===== src/fetch_fabric_macros.svh =====
`ifndef FETCH_FABRIC_MACROS_SVH
`define FETCH_FABRIC_MACROS_SVH

// Instruction address width, covers the 2048 word program store
`define FETCH_ADDR_W 11

// Width of one instruction word
`define INSTR_W 32

// Entries in each per-core instruction FIFO
`define FIFO_DEPTH 8

// Instruction bit that steers a word to core 1 when set
`define CORE_SEL_BIT 31

// Free FIFO slots kept back for fetches already in the pipeline
// Memory read, arbiter register and the fetch issued on the same edge
`define FETCH_MARGIN 3

`endif


===== src/fetch_fabric_pkg.sv =====
`include "fetch_fabric_macros.svh"

package fetch_fabric_pkg;

    typedef logic [`FETCH_ADDR_W-1:0] fetch_addr_t;    // Word address into instruction memory
    typedef logic [`INSTR_W-1:0]      instr_t;         // One instruction word

    // Loader write into the program store, only meaningful while cpu_en is low
    typedef struct packed {
        logic        we;                               // Write strobe for one word
        fetch_addr_t addr;                             // Target word address
        instr_t      data;                             // Word to store
    } load_req_t;

    // Branch request coming back from a core
    typedef struct packed {
        logic        valid;                            // Single cycle request
        fetch_addr_t target;                           // New fetch address
    } branch_req_t;

    // Result of an instruction memory read
    typedef struct packed {
        logic   valid;                                 // Word belongs to a live fetch
        instr_t instr;                                 // Word read from memory
    } mem_rd_t;

    // Registered arbiter output feeding both FIFOs
    typedef struct packed {
        logic   wr0;                                   // Write strobe for the core 0 FIFO
        logic   wr1;                                   // Write strobe for the core 1 FIFO
        instr_t instr;                                 // Word shared by both FIFO inputs
    } dispatch_t;

endpackage


===== src/dispatch_arbiter.sv =====
`timescale 1ns/10ps

`include "fetch_fabric_macros.svh"

module dispatch_arbiter (
    input  logic                      sys_clk,
    input  logic                      rst_n,
    input  fetch_fabric_pkg::mem_rd_t rd,              // Word coming out of memory
    input  logic                      flush,           // Drops the word being steered
    output fetch_fabric_pkg::dispatch_t disp           // FIFO write strobes and shared word
);

    import fetch_fabric_pkg::*;

    logic   wr0_q;                                     // Write to the core 0 FIFO next edge
    logic   wr1_q;                                     // Write to the core 1 FIFO next edge
    instr_t word_q;                                    // Word handed to both FIFOs
    logic   to_core1;                                  // Core select bit of the incoming word

    assign to_core1 = rd.instr[`CORE_SEL_BIT];

    // Strobes carry the control, they are cleared by reset and by a branch
    always_ff @(posedge sys_clk) begin
        if (!rst_n || flush) begin
            wr0_q <= 1'b0;
            wr1_q <= 1'b0;
        end else begin
            wr0_q <= rd.valid & ~to_core1;             // Exactly one strobe per valid word
            wr1_q <= rd.valid & to_core1;
        end
    end

    // The word itself goes through unchanged, select bit included
    always_ff @(posedge sys_clk) begin
        if (rd.valid) begin
            word_q <= rd.instr;
        end
    end

    assign disp = '{wr0: wr0_q, wr1: wr1_q, instr: word_q};

endmodule


===== config.mk =====
export PLATFORM = sky130hd
export DESIGN_NAME = dispatch_arbiter
export DESIGN_NICKNAME = d
export VERILOG_FILES = /design/src/fetch_fabric_pkg.sv /design/src/dispatch_arbiter.sv
export VERILOG_INCLUDE_DIRS = /design/src
export SDC_FILE = /design/constraint.sdc
export NUM_CORES = 1
export LEC_CHECK = 0
export BUFFER_PORTS_ARGS = -buffer_cell sky130_fd_sc_hd__buf_2
export CELL_PAD_IN_SITES_DETAIL_PLACEMENT = 0
export CELL_PAD_IN_SITES_GLOBAL_PLACEMENT = 2
export CORE_UTILIZATION = 27
export CTS_BUF_LIST = sky130_fd_sc_hd__clkbuf_4
export CTS_CLUSTER_DIAMETER = 100
export DETAILED_ROUTE_END_ITERATION = 12
export PLACE_DENSITY_LB_ADDON = 0.1
export SYNTH_ARGS = -nofsm -noshare
export SYNTH_HDL_FRONTEND = slang
export SYNTH_SLANG_ARGS = --single-unit

===== constraint.sdc =====
create_clock -name sys_clk -period 0.8 [get_ports sys_clk]
set_clock_uncertainty 0.1 [all_clocks]
set_input_delay 0.08 -clock sys_clk [delete_from_list [all_inputs] [get_ports sys_clk]]
set_output_delay 0.08 -clock sys_clk [all_outputs]
set_load 0.005 [all_outputs]

==> results.toml <==
[status]
status = "finished with violations"
violations = "negative hold slack, negative setup slack"

[routing]
wl_mm = 2.14
via_per_inst = 3.95
drtIter0Drc = 26
route.detailed.drc = 0
firstDrtPassIters = 4
vias = 771
ant_nets = 0
wire_per_inst_um = 11.0

[sta]
final-hold-violation-count = 2
slew_headroom_pct = 93.0
rsz0062_at_grt = "true"
max_clock_freq_ghz = 0.955
whs_ns = -0.0408
period_needed_ns = 1.05
setup_violations = 35
finalMaxSlewViolations = 0
period_share_pct = 131
setup_slack_ns = -0.247
worst_pin_slew_ns = 0.105

[cts]
htreeDepth = 2
clkTransAtPathRegs_ns = 0.09
ctsResizeCount = 0
numClockSinks = 34
clockBufferDepth = 2
cts-root-buf = "clkbuf_4"
post_cts_buffers = 0
cts_tree = "yes"
cts_buffers = 5

[placement]
placed_area_sq_um = 1470
portBuffers = 69
dpl_worst_slack_ns = -0.0145
place_congestion = 0.673

[final_layout]
drive_above_1_share_pct = 54.4
fillers = 323
layout.nets = 182
antennaDiodeCount = 0
final_common_cell = "buf_2"
syn2layout_area_growth_pct = 77.6
final_cell_mix = "buf_2, dlygate4sd3_1, edfxtp_1, clkbuf_4"
final_area_sq_um = 1850

[die]
fp.coreArea_sq_um = 3690
dieHeight_um = 64.1
dieArea_sq_um = 4100
start_util_pct = 28.2
fp.dieW_um = 64.1
rows = 22
pin_count = 70

[power]
power_switching_uw = 680
seq_power_share_pct = 61.6
p_leak_uw = 0.000799
p_comb_share_pct = 11.7
switching_share_pct = 19.8
p_int_uw = 2760
irDropWorstVdd_mv = 0.869
cellPowerDensity_nw_per_um2 = 1860
finalPower_uw = 3440
clockPowerShare_pct = 26.7

[worst_setup_path]
worstPathCellList = "buf_2"
critPathTopFamily = "flip-flops"
crit_path_max_incr_delay_ns = 0.40
crit_fanout = 1
critPathKind = "reg2out"
path_buf_inv = 1
required_ns = 0.62
cp-end-kind = "output port"
startpoint = "word_q[14]"
crit_arrival_ns = 0.87
worstSetupStartpointType = "flop"
crit_slowest_cell = "edfxtp_1"

[yosys]
synth.largest_area_cell = "edfxtp_1"
yosysSeqAreaShare_pct = 96.3
syn_inst = 38
ys_top_cells_by_area = "edfxtp_1, dfxtp_1, buf_4, and4bb_2, and4b_2"
synth_top_area_share_pct = 92.4
syn-num-nets = 74
syn_area_per_cell_sq_um = 27.4
synth_warnings = 0
ys_ff_latch = 34
yosysUniqueCellTypes = 5
synth_area_sq_um = 1040

[run]
cap_violations = 0

[grt]
grt_first_pass_wirelength_mm = 3.22
grt_max_degree = 20
grt_pass1_vias = 747
grt_antenna_before_repair = 0
grtUsageTotal_pct = 11.3
grt_overflow = 0

[worst_hold_path]
holdCritStartpoint = "rst_n"
hold_class = "in2reg"
worst paths after layout:
path	to	slack, ns	cells after the start
setup / recovery	disp[14]	-0.25	1
hold / removal	wr1_q	-0.04	2
registers in the layout, summed over array words and instances (netlist names):
| register | cells |
|---|---|
| wr0_q | 1 |
| word_q | 32 |
| wr1_q | 1 |
area by class of cell:
| type | count | area [sq um] | area share (%) |
|---|---|---|---|
| clock buffer | 7 | 52.6 | 2.85 |
| clock inverter | 1 | 3.75 | 0.203 |
| multi-input combinational | 2 | 23.8 | 1.29 |
| sequential | 34 | 1000 | 54.2 |
| tap | 48 | 60.1 | 3.25 |
| timing repair buffer | 103 | 706 | 38.2 |
cell families (layout without fill, tap and decap cells):
kind of cell / Yosys count / count (layout) / synth area share [%]
buf+inv: 2 / 111 / 1.44
flops: 34 / 34 / 96.3
simple gates: 2 / 2 / 2.29
synthesized netlist by cell type (all sizes together):
cell type,instances
and4b,1
and4bb,1
buf,2
dfxtp,2
edfxtp,32
power by group through the flow:
stage	registers, uW	logic, uW	clock network (uW)
2_1_floorplan	2190	7.98	0
3_3_place_gp	2160	289	0
3_5_place_dp	2160	289	0
4_1_cts	2120	411	958
5_1_grt	2130	443	1030
6_report	2120	404	917
stage by stage:
stage	util [%]	hold WS, ns	std cells	TNS [ns]
floorplan	-	0.0789	38	0
global placement	39.9	0.156	155	0
CTS	50.3	-0.0290	196	-7.73
global route	50.1	-0.0374	195	-8.47
finish	50.1	-0.0408	195	-6.87
detailed placement	39.9	0.158	155	-0.0531
timing repair:
item,CTS,global route
pin swaps,0,0
setup endpoints to repair,34,36
hold buffers,33,1
hold endpoints to repair,34,3
metal layers:
metal  global-route usage, %  share of wire, %
met1                    10.6                35
met2                    20.2                53
met3                    3.93               9.4
met4                    7.67               2.2
met5                       0                 0
No activity file was read; power rests on OpenSTA's default activity.
