--- src/fetch_fabric_macros.svh ---
`ifndef FETCH_FABRIC_MACROS_SVH
`define FETCH_FABRIC_MACROS_SVH

// Instruction address width, covers the 2048 word program store
`define FETCH_ADDR_W 11

// Width of one instruction word
`define INSTR_W 32

// Entries in each per-core instruction FIFO
`define FIFO_DEPTH 8

// Instruction bit that steers a word to core 1 when set
`define CORE_SEL_BIT 31

// Free FIFO slots kept back for fetches already in the pipeline
// Memory read, arbiter register and the fetch issued on the same edge
`define FETCH_MARGIN 3

`endif

--- src/fetch_fabric_pkg.sv ---
`include "fetch_fabric_macros.svh"

package fetch_fabric_pkg;

    typedef logic [`FETCH_ADDR_W-1:0] fetch_addr_t;    // Word address into instruction memory
    typedef logic [`INSTR_W-1:0]      instr_t;         // One instruction word

    // Loader write into the program store, only meaningful while cpu_en is low
    typedef struct packed {
        logic        we;                               // Write strobe for one word
        fetch_addr_t addr;                             // Target word address
        instr_t      data;                             // Word to store
    } load_req_t;

    // Branch request coming back from a core
    typedef struct packed {
        logic        valid;                            // Single cycle request
        fetch_addr_t target;                           // New fetch address
    } branch_req_t;

    // Result of an instruction memory read
    typedef struct packed {
        logic   valid;                                 // Word belongs to a live fetch
        instr_t instr;                                 // Word read from memory
    } mem_rd_t;

    // Registered arbiter output feeding both FIFOs
    typedef struct packed {
        logic   wr0;                                   // Write strobe for the core 0 FIFO
        logic   wr1;                                   // Write strobe for the core 1 FIFO
        instr_t instr;                                 // Word shared by both FIFO inputs
    } dispatch_t;

endpackage

--- src/instr_fifo.sv ---
`timescale 1ns/10ps

`include "fetch_fabric_macros.svh"

module instr_fifo (
    input  logic                     sys_clk,
    input  logic                     rst_n,
    input  logic                     wr,               // Write strobe from the arbiter
    input  logic                     rd,               // Level read strobe from the core
    input  logic                     flush,            // Empties the FIFO on the next edge
    input  fetch_fabric_pkg::instr_t wdata,            // Word to store
    output fetch_fabric_pkg::instr_t rdata,            // Head word, valid while not empty
    output logic                     empty,            // Nothing for the core to read
    output logic                     almost_full       // Fewer than FETCH_MARGIN slots left
);

    import fetch_fabric_pkg::*;

    localparam int PTR_W = $clog2(`FIFO_DEPTH);
    localparam int CNT_W = $clog2(`FIFO_DEPTH + 1);
    localparam logic [CNT_W:0] AF_LEVEL = (CNT_W + 1)'(`FIFO_DEPTH - `FETCH_MARGIN);

    instr_t           mem [`FIFO_DEPTH];               // Storage, no reset needed
    logic [PTR_W-1:0] wptr;                            // Next slot to write
    logic [PTR_W-1:0] rptr;                            // Slot shown on rdata
    logic [CNT_W-1:0] count;                           // Words held
    logic [CNT_W:0]   fill_ahead;                      // Count including the write in progress
    logic             full;
    logic             push;
    logic             pop;

    assign full = (count == CNT_W'(`FIFO_DEPTH));
    assign push = wr & ~full & ~flush;                 // Fetch margin keeps full from being hit
    assign pop  = rd & ~empty;                         // A pop on an empty FIFO is ignored

    // Empty already during the flush cycle so a core never reads a stale word
    assign empty = (count == '0) | flush;

    // Show-ahead read, the head word sits on rdata without a pop
    assign rdata = mem[rptr];

    // The write on this edge is counted so the margin covers only the
    // words still in memory and in the PC
    assign fill_ahead  = {1'b0, count} + {{CNT_W{1'b0}}, wr};
    assign almost_full = fill_ahead > AF_LEVEL;

    always_ff @(posedge sys_clk) begin
        if (push) begin
            mem[wptr] <= wdata;
        end
    end

    always_ff @(posedge sys_clk) begin
        if (!rst_n || flush) begin
            wptr  <= '0;
            rptr  <= '0;
            count <= '0;
        end else begin
            if (push) begin
                wptr <= wptr + 1'b1;                   // Depth is a power of two, pointer wraps
            end
            if (pop) begin
                rptr <= rptr + 1'b1;
            end
            case ({push, pop})
                2'b10:   count <= count + 1'b1;
                2'b01:   count <= count - 1'b1;
                default: count <= count;               // Both or neither leave the level alone
            endcase
        end
    end

endmodule

--- config.mk ---
export PLATFORM = sky130hd
export DESIGN_NAME = instr_fifo
export DESIGN_NICKNAME = d
export VERILOG_FILES = /design/src/fetch_fabric_pkg.sv /design/src/instr_fifo.sv
export VERILOG_INCLUDE_DIRS = /design/src
export SDC_FILE = /design/constraint.sdc
export NUM_CORES = 1
export LEC_CHECK = 0
export ABC_AREA = 1
export BUFFER_PORTS_ARGS = -buffer_cell sky130_fd_sc_hd__buf_2
export CAP_MARGIN = 20
export CORE_ASPECT_RATIO = 2
export CORE_MARGIN = 2
export CORE_UTILIZATION = 46
export CTS_CLUSTER_SIZE = 10
export DETAILED_ROUTE_END_ITERATION = 16
export PLACE_DENSITY_LB_ADDON = 0.2
export SYNTH_ARGS = -nofsm -noshare
export SYNTH_HDL_FRONTEND = slang
export SYNTH_SLANG_ARGS = --single-unit
--- constraint.sdc ---
create_clock -name sys_clk -period 7.9 [get_ports sys_clk]
set_input_delay 1.58 -clock sys_clk [delete_from_list [all_inputs] [get_ports sys_clk]]
set_output_delay 1.58 -clock sys_clk [all_outputs]
set_load 0.02 [all_outputs]
==> out/qor.yml <==
run_status:
  status: "completed"
final_layout:
  num_antenna_cells: 0
  area_growth_syn_to_layout_pct: 13.0
  fill_cells: 1931
  nets: 936
  multiInputGateArea_mm2: 0.00245
  drive_gt1_frac: 0.141
  ff_latch_area_mm2: 0.00796
  final_cells: 1185
min_path:
  hold_class: "reg2reg"
  hold_depth: 2
power:
  power_density_mw_per_mm2: 237
  leakagePower_nw: 4.18
  peakVddDrop_v: 0.000173
timing:
  slew_viol_final: 0
  max-slew-margin-rel: 0.400
  fin_skew_ns: 0.00875
  fin_setup_tns_ns: 0
  hold_viol_final: 0
  fmax_ghz: 0.204
  finalSetupViolCount: 0
  min_period_ns: 4.91
  tightest_slew_ns: 0.895
  fin_crit_sh: 0.622
  rsz0062_at_grt: "false"
cts:
  tritoncts: "built"
  cts.htree.levels: 1
  cts_root_buf: "clkbuf_16"
  path_clk_slew_ns: 0.05
  cts_buffers: 30
  clock_latency_ns: 0.54
  cts.sinks: 269
  clk_path_buf_depth: 3
  ctsResizeCount: 0
  ctsHoldBuffers: 0
  cts_setup_buffers: 0
setup_path:
  rrSetupSlack_ns: 4.93
  r2r-end: "mem[2][26]"
  critPathMaxFanout: 59
  critPathCaptureType: "output port"
  max_stage_delay_ns: 0.81
  critical_path_class: "reg2out"
  critPathLaunchType: "register"
  cp_data_arrival_time_ns: 3.33
  cp_slowest_cell: "dfxtp_4"
  worst-endpoint-required_ns: 6.32
  crit_path_end: "rdata[1]"
  cpMostUsedCell: "nand2_1"
  rr_worst_depth: 5
  r2r-start: "count[2]"
  worstPathCellList: "clkinv_2, buf_4, o21ai_0, o21ai_1, nand2_1, nand2_1, buf_2"
floorplanning:
  dieArea_mm2: 0.0246
  ios: 71
  die_w_um: 112
  start_util: 0.465
  rows: 79
  core_mm2: 0.0230
  chipHeight_um: 220
global_route:
  gr-total-overflow: 0
  antenna_found_initial: 0
  grt_max_degree: 79
  track_usage: 0.177
  grt_pass1_wl_um: 34400
  grt_pass1_vias: 6341
place:
  gp_congestion: 0.846
  placed_cells: 1143
  port_buffers: 70
  dpl.hpwl_um: 11700
logic_synthesis:
  syn-num-nets: 866
  synthSimpleGateAreaFrac: 0.0963
  synth_fa_ha_area_frac: 0.00818
  ys_seq_elements: 269
  yosysWarnings: 0
  synth_xor_area_frac: 0.00409
  syn_area_per_cell_um2: 13.0
  synth_compound_area_frac: 0.0868
  syn-cell-area_mm2: 0.0107
  muxShareOfSynthArea: 0.0299
  syn_inst: 822
  seq_area_frac_synth: 0.742
  synth_cell_types: 25
  synth_top_family_by_area: "simple AND/OR/NAND/NOR gates"
routing:
  top_layer: "met4"
  viasPerCell: 5.39
  antenna_left: 0
  met1_length_um: 9310
  drc: 0
  wl_per_cell_um: 18.4
  wl_met2_um: 11000
  totalWireLength_um: 21800
  drt_pass1_iterations: 7
  vias: 6390
  drtIter0Drc: 433
  wl_met3_um: 1030
job:
  max-cap-violations: 0
## cells in the mapped netlist
| cell | count | area share |
|---|---|---|
| nand4_1 | 3 | 0.0018 |
| buf_8 | 1 | 0.0014 |
| dfxtp_1 | 13 | 0.024 |
| nor2_1 | 134 | 0.047 |
| o21ai_1 | 23 | 0.011 |
| clkbuf_1 | 15 | 0.0053 |
| clkbuf_2 | 5 | 0.0023 |
| buf_4 | 9 | 0.0063 |
| ha_1 | 7 | 0.0082 |
| nor3_1 | 8 | 0.0037 |
| inv_1 | 18 | 0.0063 |
| xor2_1 | 3 | 0.0025 |
| a21oi_1 | 10 | 0.0047 |
| buf_6 | 2 | 0.0021 |
| edfxtp_1 | 256 | 0.72 |
| o221ai_1 | 1 | 0.00082 |
| buf_1 | 4 | 0.0014 |
| o22ai_1 | 32 | 0.019 |
| xnor2_1 | 2 | 0.0016 |
| buf_2 | 8 | 0.0037 |
| o21ai_0 | 111 | 0.052 |
| mux2i_1 | 32 | 0.030 |
| nand3_1 | 6 | 0.0028 |
| buf_12 | 2 | 0.0037 |
| nand2_1 | 117 | 0.041 |
## cells in the final DEF, fill, tap and decap left out, types with 3 or more instances in the layout
| cell | synthesis | layout |
|---|---|---|
| ha_1 | 7 | 7 |
| clkbuf_1 | 15 | 11 |
| o21ai_1 | 23 | 23 |
| mux2i_1 | 32 | 32 |
| o22ai_1 | 32 | 32 |
| nand4_1 | 3 | 3 |
| nor3_2 | 0 | 8 |
| o21ai_0 | 111 | 111 |
| buf_4 | 9 | 13 |
| edfxtp_1 | 256 | 256 |
| clkbuf_16 | 0 | 30 |
| xor2_1 | 3 | 3 |
| nand3_1 | 6 | 6 |
| inv_1 | 18 | 17 |
| a21oi_1 | 10 | 10 |
| dfxtp_1 | 13 | 10 |
| nor2_1 | 134 | 134 |
| buf_2 | 8 | 70 |
| nand2_1 | 117 | 117 |
## logic make-up (layout without fill, tap and decap cells)
family	count (synthesis)	count (layout)
xor+xnor	5	5
flops	269	269
compound gates	177	177
simple gates	268	268
mux	32	32
buf+inv	64	144
fa+ha+maj	7	7
## flip-flops by register name (all words and copies together) (netlist names), named ones only
name / count
count: 4
mem: 256
rptr: 3
wptr: 3
## stage by stage
| stage | cell area (µm²) | power (mW) | setup slack (ns) | hold slack, ns | util |
|---|---|---|---|---|---|
| after floorplan | 10700 | 1.67 | 3.23 | 0.463 | - |
| after global placement | 11300 | 1.72 | 3.52 | 0.479 | 0.490 |
| after detailed placement | 11300 | 1.72 | 3.51 | 0.496 | 0.490 |
| after CTS | 12100 | 2.90 | 2.93 | 0.504 | 0.525 |
| after global routing | 12100 | 2.96 | 2.69 | 0.541 | 0.525 |
| final | 12100 | 2.87 | 2.99 | 0.499 | 0.525 |
## worst max-delay path: cells and delay by family, from the launching register on
family	cells	cell delay, ns
flip-flops	1	0.81
buffers and inverters	3	1.41
AO/OA/AOI/OAI	2	0.36
AND/OR/NAND/NOR	2	0.16
## how the worst min path moves through the flow
stage               slack, ns    start        to
finish                   0.50  rptr[2]  register
global route             0.54  rptr[1]  register
CTS                      0.50  rptr[2]  register
detailed placement       0.50  rptr[2]  register
global placement         0.48  rptr[2]  register
floorplan                0.46  rptr[1]  register
## report_power, final
part,internal [mW],switching (mW),total [mW]
Clock,0.684,0.493,1.18
Combinational,0.0335,0.0757,0.109
Sequential,1.58,0.00719,1.58
Total,2.29,0.576,2.87
## layer usage
| metal | GRT usage | vias to the layer above |
|---|---|---|
| met3 | 0.0264 | 31 |
| li1 | - | 3097 |
| met2 | 0.311 | 161 |
| met1 | 0.229 | 3101 |
| met5 | 0 | - |
| met4 | 0.0523 | 0 |
## cell type report
type                    instances  area share
well taps                     283      0.0293
clock inverters                 1     0.00134
inverters                      18     0.00569
repair buffers                 84      0.0380
flip-flops and latches        269       0.658
clock buffers                  41      0.0655
multi-input cells             489       0.203
No activity file was read; power rests on OpenSTA's default activity.
