**config.mk**
```make
export PLATFORM = sky130hd
export DESIGN_NAME = fetch_pc
export DESIGN_NICKNAME = d
export VERILOG_FILES = /design/src/fetch_fabric_pkg.sv /design/src/fetch_pc.sv
export VERILOG_INCLUDE_DIRS = /design/src
export SDC_FILE = /design/constraint.sdc
export NUM_CORES = 1
export LEC_CHECK = 0
export BUFFER_PORTS_ARGS = -buffer_cell sky130_fd_sc_hd__buf_2
export CELL_PAD_IN_SITES_DETAIL_PLACEMENT = 1
export CELL_PAD_IN_SITES_GLOBAL_PLACEMENT = 2
export CORE_ASPECT_RATIO = 1.1
export CORE_UTILIZATION = 26
export DETAILED_ROUTE_END_ITERATION = 12
export PLACE_DENSITY = 0.86
export REMOVE_ABC_BUFFERS = 1
export SKIP_LAST_GASP = 1
export SYNTH_ARGS = -nofsm -noshare
export SYNTH_HDL_FRONTEND = slang
export SYNTH_SLANG_ARGS = --single-unit
export TNS_END_PERCENT = 10
```
**constraint.sdc**
```tcl
create_clock -name sys_clk -period 1.3 [get_ports sys_clk]
set_input_delay 0.13 -clock sys_clk [delete_from_list [all_inputs] [get_ports sys_clk]]
set_output_delay 0.13 -clock sys_clk [all_outputs]
set_load 0.1 [all_outputs]
```
**src/fetch_fabric_macros.svh**
```systemverilog
`ifndef FETCH_FABRIC_MACROS_SVH
`define FETCH_FABRIC_MACROS_SVH

// Instruction address width, covers the 2048 word program store
`define FETCH_ADDR_W 11

// Width of one instruction word
`define INSTR_W 32

// Entries in each per-core instruction FIFO
`define FIFO_DEPTH 8

// Instruction bit that steers a word to core 1 when set
`define CORE_SEL_BIT 31

// Free FIFO slots kept back for fetches already in the pipeline
// Memory read, arbiter register and the fetch issued on the same edge
`define FETCH_MARGIN 3

`endif

```
**src/fetch_fabric_pkg.sv**
```systemverilog
`include "fetch_fabric_macros.svh"

package fetch_fabric_pkg;

    typedef logic [`FETCH_ADDR_W-1:0] fetch_addr_t;    // Word address into instruction memory
    typedef logic [`INSTR_W-1:0]      instr_t;         // One instruction word

    // Loader write into the program store, only meaningful while cpu_en is low
    typedef struct packed {
        logic        we;                               // Write strobe for one word
        fetch_addr_t addr;                             // Target word address
        instr_t      data;                             // Word to store
    } load_req_t;

    // Branch request coming back from a core
    typedef struct packed {
        logic        valid;                            // Single cycle request
        fetch_addr_t target;                           // New fetch address
    } branch_req_t;

    // Result of an instruction memory read
    typedef struct packed {
        logic   valid;                                 // Word belongs to a live fetch
        instr_t instr;                                 // Word read from memory
    } mem_rd_t;

    // Registered arbiter output feeding both FIFOs
    typedef struct packed {
        logic   wr0;                                   // Write strobe for the core 0 FIFO
        logic   wr1;                                   // Write strobe for the core 1 FIFO
        instr_t instr;                                 // Word shared by both FIFO inputs
    } dispatch_t;

endpackage

```
**src/fetch_pc.sv**
```systemverilog
`timescale 1ns/10ps

module fetch_pc (
    input  logic                        sys_clk,
    input  logic                        rst_n,
    input  logic                        cpu_en,        // Fetch enable
    input  fetch_fabric_pkg::branch_req_t branch0,     // Branch from core 0
    input  fetch_fabric_pkg::branch_req_t branch1,     // Branch from core 1
    input  logic                        almost_full0,  // Core 0 FIFO has no room for more
    input  logic                        almost_full1,  // Core 1 FIFO has no room for more
    output fetch_fabric_pkg::fetch_addr_t fetch_addr,  // Address of the issued fetch
    output logic                        fetch_en,      // High for one cycle per issued fetch
    output logic                        flush          // Pipeline kill, one cycle after a branch
);

    import fetch_fabric_pkg::*;

    fetch_addr_t pc;                                   // Next address to fetch
    branch_req_t branch_win;                           // Branch that takes effect this cycle
    logic        stall;                                // One of the FIFOs is near full
    logic        issue;                                // Fetch goes out on this edge

    // Core 0 has priority when both cores branch together
    assign branch_win = branch0.valid ? branch0 : branch1;

    // Stall for both cores together so the two streams stay in program order
    assign stall = almost_full0 | almost_full1;

    // During the flush cycle the FIFOs are about to be emptied, so the
    // almost full flags still showing the old fill level are ignored
    assign issue = cpu_en & (flush | ~stall);

    always_ff @(posedge sys_clk) begin
        if (!rst_n) begin
            pc         <= '0;                          // Program starts at word 0
            fetch_addr <= '0;
            fetch_en   <= 1'b0;
            flush      <= 1'b0;
        end else if (branch_win.valid) begin
            pc       <= branch_win.target;             // Branch wins over any stall
            fetch_en <= 1'b0;                          // Nothing is issued while flushing
            flush    <= 1'b1;                          // Kills memory, arbiter and FIFOs next edge
        end else begin
            flush    <= 1'b0;
            fetch_en <= issue;
            if (issue) begin
                fetch_addr <= pc;                      // Present the word address to memory
                pc         <= pc + 1'b1;               // Wraps to 0 after the last word
            end
        end
    end

endmodule

```
==> impl_metrics.csv, run 1 <==
group,metric,value,unit
synth,synth_top_flop_cell,"dfxtp_1",
global_route,grt-ovfl-total,0,
routing,drc,4,
synth,synth_fa_ha_area_frac,0.009124,
critical_path,end_kind,"flop",
clock_tree,cts_root_buf,"clkbuf_8",
clock_tree,clk_pin_slew_worst_paths,0.09,ns
clock_tree,cts_hold_buffers,0,
clock_tree,clockBufferDepth,2,
placed_design,portBuffers,41,
flow_run,maxCapViolCount,0,
routing,vias,1393,
placed_design,gp_congestion,0.7635,
clock_tree,clock_latency,0.27,ns
global_route,grt_pass1_vias,1407,
critical_path,cp_max_fo,5,
timing,fin_crit_sh,1.040,
timing,worst_pin_slew,0.4869,ns
die,rows,27,
clock_tree,htreeDepth,1,
global_route,grt_max_degree,22,
finish,diodes,0,
die,fp.dieH,78.17,um
die,io_pins,42,
synth,synth_mux_area_frac,0.1095,
finish,fin_nets,249,
synth,synthesis.area,0.001371,sq mm
finish,syn2layout_area_growth,38.05,%
critical_path,cp.required,1.46,ns
routing,antenna_left,0,
global_route,grt_pass1_wl,6.624,mm
pwr,ir_drop,0.4196,mV
synth,ys_warn_count,0,
timing,setup_violations,6,
run_status,status,"finished, violations left",
synth,synth_top_family_by_area,"simple AND/OR/NAND/NOR gates",
routing,detail_route.first_pass.iterations,8,
pwr,power,0.001698,W
critical_path,cp.arrival,1.51,ns
routing,drt-met1-wl,1.962,mm
die,dieArea,0.005569,sq mm
timing,hold_slack,0.1017,ns
routing,first_iter_violations,80,
timing,worst_slack,-0.05173,ns
critical_path,rrSetupSlack,-0.05,ns
synth,synth_compound_area_frac,0.1761,
timing,max_freq,739.8,MHz
pwr,leakage,0.8831,nW
routing,highest_layer,"met4",
timing,rsz0062_at_grt,"true",
synth,netlist_instances,163,
finish,final_area,0.001893,sq mm
synth,synth_async_sr_flop_share,0,
synth,synthSimpleGateAreaFrac,0.2847,
synth,yosys.cell_types.count,45,
clock_tree,cts_sinks,24,
synth,synth_edf_count,0,
finish,fillers,630,
critical_path,critPathKind,"reg2reg",
die,start_util,0.2724,
timing,slew_headroom,0.6776,
pwr,power.density,897.2,mW/mm^2
synth,synth_xor_area_frac,0.006387,
clock_tree,cts_made_buffers,3,
timing,finClkSkew,0.009993,ns
synth,ys_ff_latch,24,
finish,post-route-util,0.3761,
routing,viasPerCell,5.047,
routing,wl_met3,155,um
run_status,failed_checks,"DRC, setup timing",
synth,synth_area_per_cell,8.413,sq um
placed_design,dpl_cell_area,0.001767,sq mm
die,coreArea,0.005034,sq mm
clock_tree,cts_tree,"yes",
finish,drive_gt1_frac,0.4083,
global_route,antenna_found_initial,0,
synth,seq_area_frac_synth,0.3504,
timing,final_max_slew_viol_count,0,
global_route,grtUsageTotal,0.1514,
die,die_x,71.25,um
routing,routed_wl,4.086,mm
placed_design,post-dp-hpwl,3.117,mm
min_path,hold_class,"in2reg",
placed_design,place_ws,-0.1357,ns
timing,fin_crit,1.352,ns
routing,wl_met2,1.891,mm
timing,hold_violations,0,
routing,wire_per_inst,14.80,um
critical_path,cp-start-kind,"flop",
==> metrics by stage <==
step           setup TNS [ns]  cells
4_1_cts               -0.3355    276
6_report              -0.1612    276
5_1_grt                -1.778    276
3_3_place_gp          -0.3249    272
3_5_place_dp          -0.7899    272
2_1_floorplan          -15.07    151
==> worst paths after layout <==
path                                            startpoint                          to  cells past startpoint
worst max-delay path                    pc[0]$_SDFFE_PN0P_          pc[8]$_SDFFE_PN0P_                      5
worst min-delay path                            branch0[0]          pc[0]$_SDFFE_PN0P_                      3
worst max register to register          pc[0]$_SDFFE_PN0P_          pc[8]$_SDFFE_PN0P_                      5
worst min register to register  fetch_addr[8]$_SDFFE_PN0P_  fetch_addr[8]$_SDFFE_PN0P_                      2
==> state kept, by name, indices dropped and copies added, names as in the netlist <==
name / cells
fetch_addr: 11
pc: 11
fetch_en: 1
flush: 1
==> cells by family (layout without fill, tap and decap cells) <==
logic type	after synthesis	count (layout)
fa+ha+maj	1	1
compound gates	38	38
flops	24	24
buf+inv	16	71
mux	15	15
xor+xnor	1	1
simple gates	68	68
==> cells in the final DEF, fill, tap and decap left out, types with 2 or more instances in the layout <==
cell type and n:
buf_4 19, dfxtp_2 7, nor3b_1 2, nor2b_1 2, nand3_2 3, nand2_1 17
nand3_1 5, a21oi_1 12, mux2i_1 15, clkbuf_8 4, and3_1 2, o21ai_0 9
o21a_1 2, o31ai_1 2, nand4_1 2, buf_2 41, dfxtp_1 16, buf_12 2
nor3_1 4, inv_1 4, nor2_1 18
==> what timing repair did <==
action	CTS	global route
setup buffers	0	0
setup endpoints to repair	15	22
pin swaps	4	5
resized for setup	8	14
==> layout make-up <==
cell class | count | area (sq um) | share of cell area
clock buffer | 4 | 55.05 | 0.02908
inverter | 4 | 15.01 | 0.007931
multi-input combinational | 123 | 858.3 | 0.4534
sequential | 24 | 493.0 | 0.2604
tap | 58 | 72.57 | 0.03833
timing repair buffer | 63 | 399.1 | 0.2108
==> critical path, stage by stage (launching register included) <==
cell	delay, ns
dfxtp_4	0.38
ha_4	0.15
nand3_4	0.13
nor4b_4	0.29
mux2i_1	0.22
a21oi_1	0.07
==> where the power goes <==
part | internal (W) | switching (W)
clock network | 0.000271 | 0.000249
registers | 0.000768 | 0.0000353
logic | 0.000164 | 0.000212
total | 0.00120 | 0.000496
==> Yosys cell counts, drive strengths merged (2+ instances only) <==
cell,number,area share
mux2i,15,0.11
clkbuf,2,0.0055
nor2,19,0.054
nor3b,2,0.011
nor2b,2,0.0091
nor4,2,0.020
a21oi,12,0.044
nand4,3,0.025
nand3,9,0.040
buf,10,0.047
and3,2,0.0091
nor4b,2,0.024
nor3,4,0.015
dfxtp,24,0.35
nand2,17,0.047
inv,4,0.011
o31ai,2,0.011
o41ai,2,0.013
o21a,2,0.011
o21ai,11,0.043
==> routing by layer <==
metal	GRT usage	vias to the layer above
met2	0.2476	42
met4	0.06000	0
met3	0.02182	6
li1	-	691
met5	0	-
met1	0.1989	654
Note: power is estimated with default switching activity, not from simulation.
==> run 2, diff against run 1 <==
CORE_ASPECT_RATIO = default   (was 1.1)
==> run 2 against run 1 <==
  * The run ends with setup timing left
  * Final area unchanged
  * First-iteration DRC count decreased by 59%
  * Clock skew decreased by 0.0020 ns
  * Non-clock buffer count decreased by 3
  * Combinational power decreased by 1%
  * Worst setup slack improved by 0.023 ns
==> impl_metrics.csv, run 2 (same netlist as run 1, synthesis figures left out) <==
group,metric,value,unit
min_path,hold_class,"in2reg",
critical_path,rrSetupSlack,-0.03,ns
die,die_x,74.63,um
min_path,min_delay_path_depth,3,
placed_design,portBuffers,41,
global_route,antenna_found_initial,0,
min_path,hold_path.startpoint,"branch0[0]",
global_route,grt-ovfl-total,0,
finish,largestRegisters,"fetch_addr: 11 flops, pc: 11 flops",
routing,antenna_left,0,
critical_path,r2r-start,"pc[0]$_SDFFE_PN0P_",
die,dieArea,0.005569,sq mm
clock_tree,cts_sinks,24,
critical_path,critPathKind,"reg2reg",
critical_path,cp_top_family,"simple AND/OR/NAND/NOR gates",
critical_path,critPathLaunch,"pc[0]$_SDFFE_PN0P_",
routing,wire_per_inst,14.19,um
critical_path,slowest_delay,0.37,ns
flow_run,maxCapViolCount,0,
critical_path,critPathSlowestCell,"dfxtp_4",
timing,final_max_slew_viol_count,0,
die,rows,26,
run_status,status,"finished, violations left",
die,fp.dieH,74.63,um
die,coreArea,0.005107,sq mm
die,start_util,0.2685,
clock_tree,clockBufferDepth,2,
timing,max_freq,752.4,MHz
timing,fin_crit,1.329,ns
finish,syn2layout_area_growth,38.05,%
critical_path,r2r_cells,5,
critical_path,cp.required,1.46,ns
pwr,power,0.001701,W
pwr,power.density,898.6,mW/mm^2
routing,detail_route.first_pass.iterations,3,
finish,drive_gt1_frac,0.4140,
clock_tree,cts_hold_buffers,0,
finish,layout_commonest_cell,"buf_2",
global_route,grt_max_degree,27,
timing,fin_crit_sh,1.022,
finish,final_area,0.001893,sq mm
global_route,grt_pass1_wl,6.582,mm
clock_tree,cts_root_buf,"clkbuf_8",
die,io_pins,42,
min_path,whs_endpoint,"pc[0]$_SDFFE_PN0P_",
routing,first_iter_violations,33,
run_status,failed_checks,"setup timing",
placed_design,dp.cells,281,
clock_tree,htreeDepth,1,
routing,drc,0,
routing,routed_wl,4.044,mm
critical_path,timing.rr.end,"pc[8]$_SDFFE_PN0P_",
timing,worst_pin_slew,0.4891,ns
pwr,ir_drop,0.3810,mV
placed_design,post-dp-hpwl,3.003,mm
critical_path,cp_cell_sequence,"ha_4 > nand3_4 > nor4b_4 > mux2i_1 > a21oi_1",
finish,post-route-util,0.3707,
timing,hold_violations,0,
finish,mostFrequentLayoutCells,"41 x buf_2, 18 x nor2_1, 17 x nand2_1",
critical_path,cp.arrival,1.49,ns
global_route,grt_pass1_vias,1332,
critical_path,cp-start-kind,"flop",
routing,vias,1368,
finish,fin_nets,246,
timing,slew_headroom,0.6762,
routing,viasPerCell,4.800,
critical_path,end_kind,"flop",
finish,diodes,0,
placed_design,gp_congestion,0.8056,
finish,fillers,636,
timing,finClkSkew,0.008036,ns
critical_path,crit_buf_inv,0,
clock_tree,cts_made_buffers,3,
finish,final_cells,285,
clock_tree,clk_pin_slew_worst_paths,0.09,ns
timing,setup_violations,1,
global_route,grtUsageTotal,0.1590,
timing,rsz0062_at_grt,"true",
critical_path,cp_max_fo,5,
pwr,leakage,0.8686,nW
timing,worst_slack,-0.02916,ns
clock_tree,clock_latency,0.28,ns
timing,hold_slack,0.09629,ns
placed_design,dpl_cell_area,0.001747,sq mm
clock_tree,cts_tree,"yes",
-- run 2: worst min-delay path, delay by kind of cell --
kind / cells / cell delay, ns
simple gates: 1 / 0.07
buf+inv: 1 / 0.08
compound gates: 1 / 0.06
-- run 2: area by class of cell --
cell class	instances	area [sq um]	share of cell area
clock buffer	4	55.05	0.02908
sequential	24	493.0	0.2604
tap	70	87.58	0.04627
multi-input combinational	123	874.6	0.4620
timing repair buffer	60	367.9	0.1943
inverter	4	15.01	0.007931
-- run 2: power by group --
part           internal (W)  switching [W]
Clock              0.000271       0.000255
Combinational      0.000158       0.000214
Sequential         0.000768      0.0000349
-- run 2: worst max-delay path by stage --
stage                          to  cells after the start
2_1_floorplan  pc[5]$_SDFFE_PN0P_                      4
3_3_place_gp   pc[5]$_SDFFE_PN0P_                      4
3_5_place_dp   pc[5]$_SDFFE_PN0P_                      4
4_1_cts        pc[6]$_SDFFE_PN0P_                      5
5_1_grt        pc[5]$_SDFFE_PN0P_                      6
6_report       pc[8]$_SDFFE_PN0P_                      5
-- run 2: what timing repair did --
action / in CTS / in global routing
pin swaps: 2 / 7
resized for setup: 6 / 19
endpoints found under the setup margin: 10 / 20
setup buffers: 0 / 0
-- run 2: stage by stage --
stage	TNS, ns	setup WS [ns]
3_5_place_dp	-0.7108	-0.1568
3_3_place_gp	-0.2843	-0.07620
4_1_cts	-0.2248	-0.05290
6_report	-0.02916	-0.02916
5_1_grt	-0.6572	-0.08438
2_1_floorplan	-15.07	-0.7258
-- run 2: layer usage --
metal	track usage	vias up	routed length (um)
met3	0.01606	5	125
met4	0.06289	0	77
met2	0.2613	29	1869
li1	-	688	-
met1	0.2142	646	1972
met5	0	-	0
==> run 3, diff against run 2 <==
TNS_END_PERCENT = 100   (was 10)
==> run 3 against run 2 <==
  * The flow still finishes with violations (setup timing)
  * Largest power group unchanged
  * Total power is 1.5% higher
  * Flip-flop and latch count stayed put
  * Worst setup slack improved by 0.0087 ns
  * Critical endpoint is now pc[6]$_SDFFE_PN0P_
  * Clock power about the same
  * Register-to-register slack hardly changed
  * First-iteration DRC count grew 70%
==> impl_metrics.csv, run 3 (same netlist as run 1, synthesis figures left out) <==
group,metric,value,unit
run_status,status,"finished, violations left",
run_status,failed_checks,"setup timing",
global_route,grt_pass1_wl,6.720,mm
critical_path,cp_max_fo,5,
finish,syn2layout_area_growth,43.07,%
critical_path,cp.required,1.46,ns
global_route,grtUsageTotal,0.1630,
pwr,leakage,0.8834,nW
timing,slew_headroom,0.6759,
flow_run,maxCapViolCount,0,
timing,setup_violations,2,
timing,fin_crit_sh,1.016,
finish,fillers,627,
timing,fin_crit,1.320,ns
min_path,hold_path.startpoint,"branch0[6]",
finish,largestRegisters,"fetch_addr: 11 flops, pc: 11 flops",
die,dieArea,0.005569,sq mm
critical_path,cp.arrival,1.48,ns
finish,drive_gt1_frac,0.4326,
timing,finClkSkew,0.009941,ns
die,die_x,74.63,um
finish,diodes,0,
finish,layout_commonest_cell,"buf_2",
finish,fin_nets,246,
clock_tree,clock_latency,0.28,ns
global_route,grt-ovfl-total,0,
placed_design,dpl_cell_area,0.001747,sq mm
critical_path,r2r-start,"pc[1]$_SDFFE_PN0P_",
placed_design,gp_congestion,0.8056,
routing,vias,1377,
placed_design,post-dp-hpwl,3.003,mm
clock_tree,cts_hold_buffers,0,
pwr,power.density,880.3,mW/mm^2
finish,multi_input_area,933.4,sq um
global_route,antenna_found_initial,0,
die,fp.dieH,74.63,um
pwr,ir_drop,0.3673,mV
critical_path,end_kind,"flop",
critical_path,critPathKind,"reg2reg",
finish,regArea,499.2,sq um
clock_tree,cts_sinks,24,
routing,viasPerCell,4.832,
clock_tree,clockBufferDepth,2,
critical_path,crit_buf_inv,0,
clock_tree,cts_tree,"yes",
die,io_pins,42,
timing,final_max_slew_viol_count,0,
critical_path,cp_top_family,"compound AO/OA/AOI/OAI gates",
clock_tree,cts_setup_buffers,0,
critical_path,slowest_delay,0.37,ns
min_path,hold_class,"in2reg",
routing,wire_per_inst,14.54,um
die,coreArea,0.005107,sq mm
finish,final_area,0.001962,sq mm
die,rows,26,
clock_tree,htreeDepth,1,
finish,mostFrequentLayoutCells,"41 x buf_2, 18 x nor2_1, 17 x nand2_1",
timing,worst_pin_slew,0.4895,ns
critical_path,critPathSlowestCell,"dfxtp_2",
global_route,grt_pass1_vias,1353,
timing,worst_slack,-0.02045,ns
routing,antenna_left,0,
clock_tree,cts_made_buffers,3,
clock_tree,cts_root_buf,"clkbuf_8",
routing,routed_wl,4.143,mm
critical_path,cp-start-kind,"flop",
placed_design,portBuffers,41,
die,start_util,0.2685,
finish,final_cells,285,
routing,first_iter_violations,56,
routing,detail_route.first_pass.iterations,4,
routing,drc,0,
critical_path,cp_cell_sequence,"ha_4 > nand3_4 > o31a_1 > o31ai_1 > a21oi_1",
timing,hold_violations,0,
timing,max_freq,757.3,MHz
placed_design,dp.cells,281,
timing,rsz0062_at_grt,"true",
critical_path,critPathLaunch,"pc[1]$_SDFFE_PN0P_",
clock_tree,clk_pin_slew_worst_paths,0.09,ns
global_route,grt_max_degree,27,
[run 3: layout make-up]
type / instances / share of cell area
clock buffers: 4 / 0.02806
inverters: 4 / 0.007653
multi-input cells: 123 / 0.4758
flip-flops and latches: 24 / 0.2545
well taps: 70 / 0.04464
repair buffers: 60 / 0.1894
[run 3: timing repair]
| action | 4_1_cts | 5_1_grt |
|---|---|---|
| gates resized for setup | 10 | 27 |
| pin swaps | 2 | 6 |
| cloned | 0 | 0 |
| endpoints found under the setup margin | 10 | 18 |
[run 3: per-stage QoR]
| step | TNS (ns) | utilization | total power, W | hold WS (ns) | worst slack, ns |
|---|---|---|---|---|---|
| after floorplan | -15.07 | - | 0.0009851 | 0.2324 | -0.7258 |
| after global routing | -0.3386 | 0.3841 | 0.001823 | 0.1068 | -0.05159 |
| after CTS | -0.01219 | 0.3604 | 0.001701 | 0.09988 | -0.01093 |
| after detailed placement | -0.7108 | 0.3420 | 0.001160 | 0.3918 | -0.1568 |
| final | -0.03451 | 0.3841 | 0.001727 | 0.1020 | -0.02045 |
| after global placement | -0.2843 | 0.3420 | 0.001152 | 0.3890 | -0.07620 |
[run 3: power by group]
part / internal (W) / switching (W)
Combinational: 0.000168 / 0.000227
Sequential: 0.000766 / 0.0000377
Clock: 0.000271 / 0.000257
[run 3: metal layers]
layer  up-vias  part of all wire  track usage
met5         -                 0            0
met4         0             0.030      0.06918
met3        11             0.042      0.01874
met2        39              0.45       0.2693
met1       641              0.48       0.2152
li1        686                 -            -
[run 3: worst paths after layout]
| check | end | slack (ns) | depth (start not counted) |
|---|---|---|---|
| min reg2reg | fetch_addr[1]$_SDFFE_PN0P_ | 0.50 | 2 |
| max reg2reg | pc[6]$_SDFFE_PN0P_ | -0.02 | 5 |
| max | pc[6]$_SDFFE_PN0P_ | -0.02 | 5 |
| min | pc[6]$_SDFFE_PN0P_ | 0.10 | 3 |
[run 3: worst register-to-register path: stages (launching register included)]
cell     delay [ns]
dfxtp_2        0.37
ha_4           0.16
nand3_4        0.12
o31a_1         0.26
o31ai_1        0.19
a21oi_1        0.09
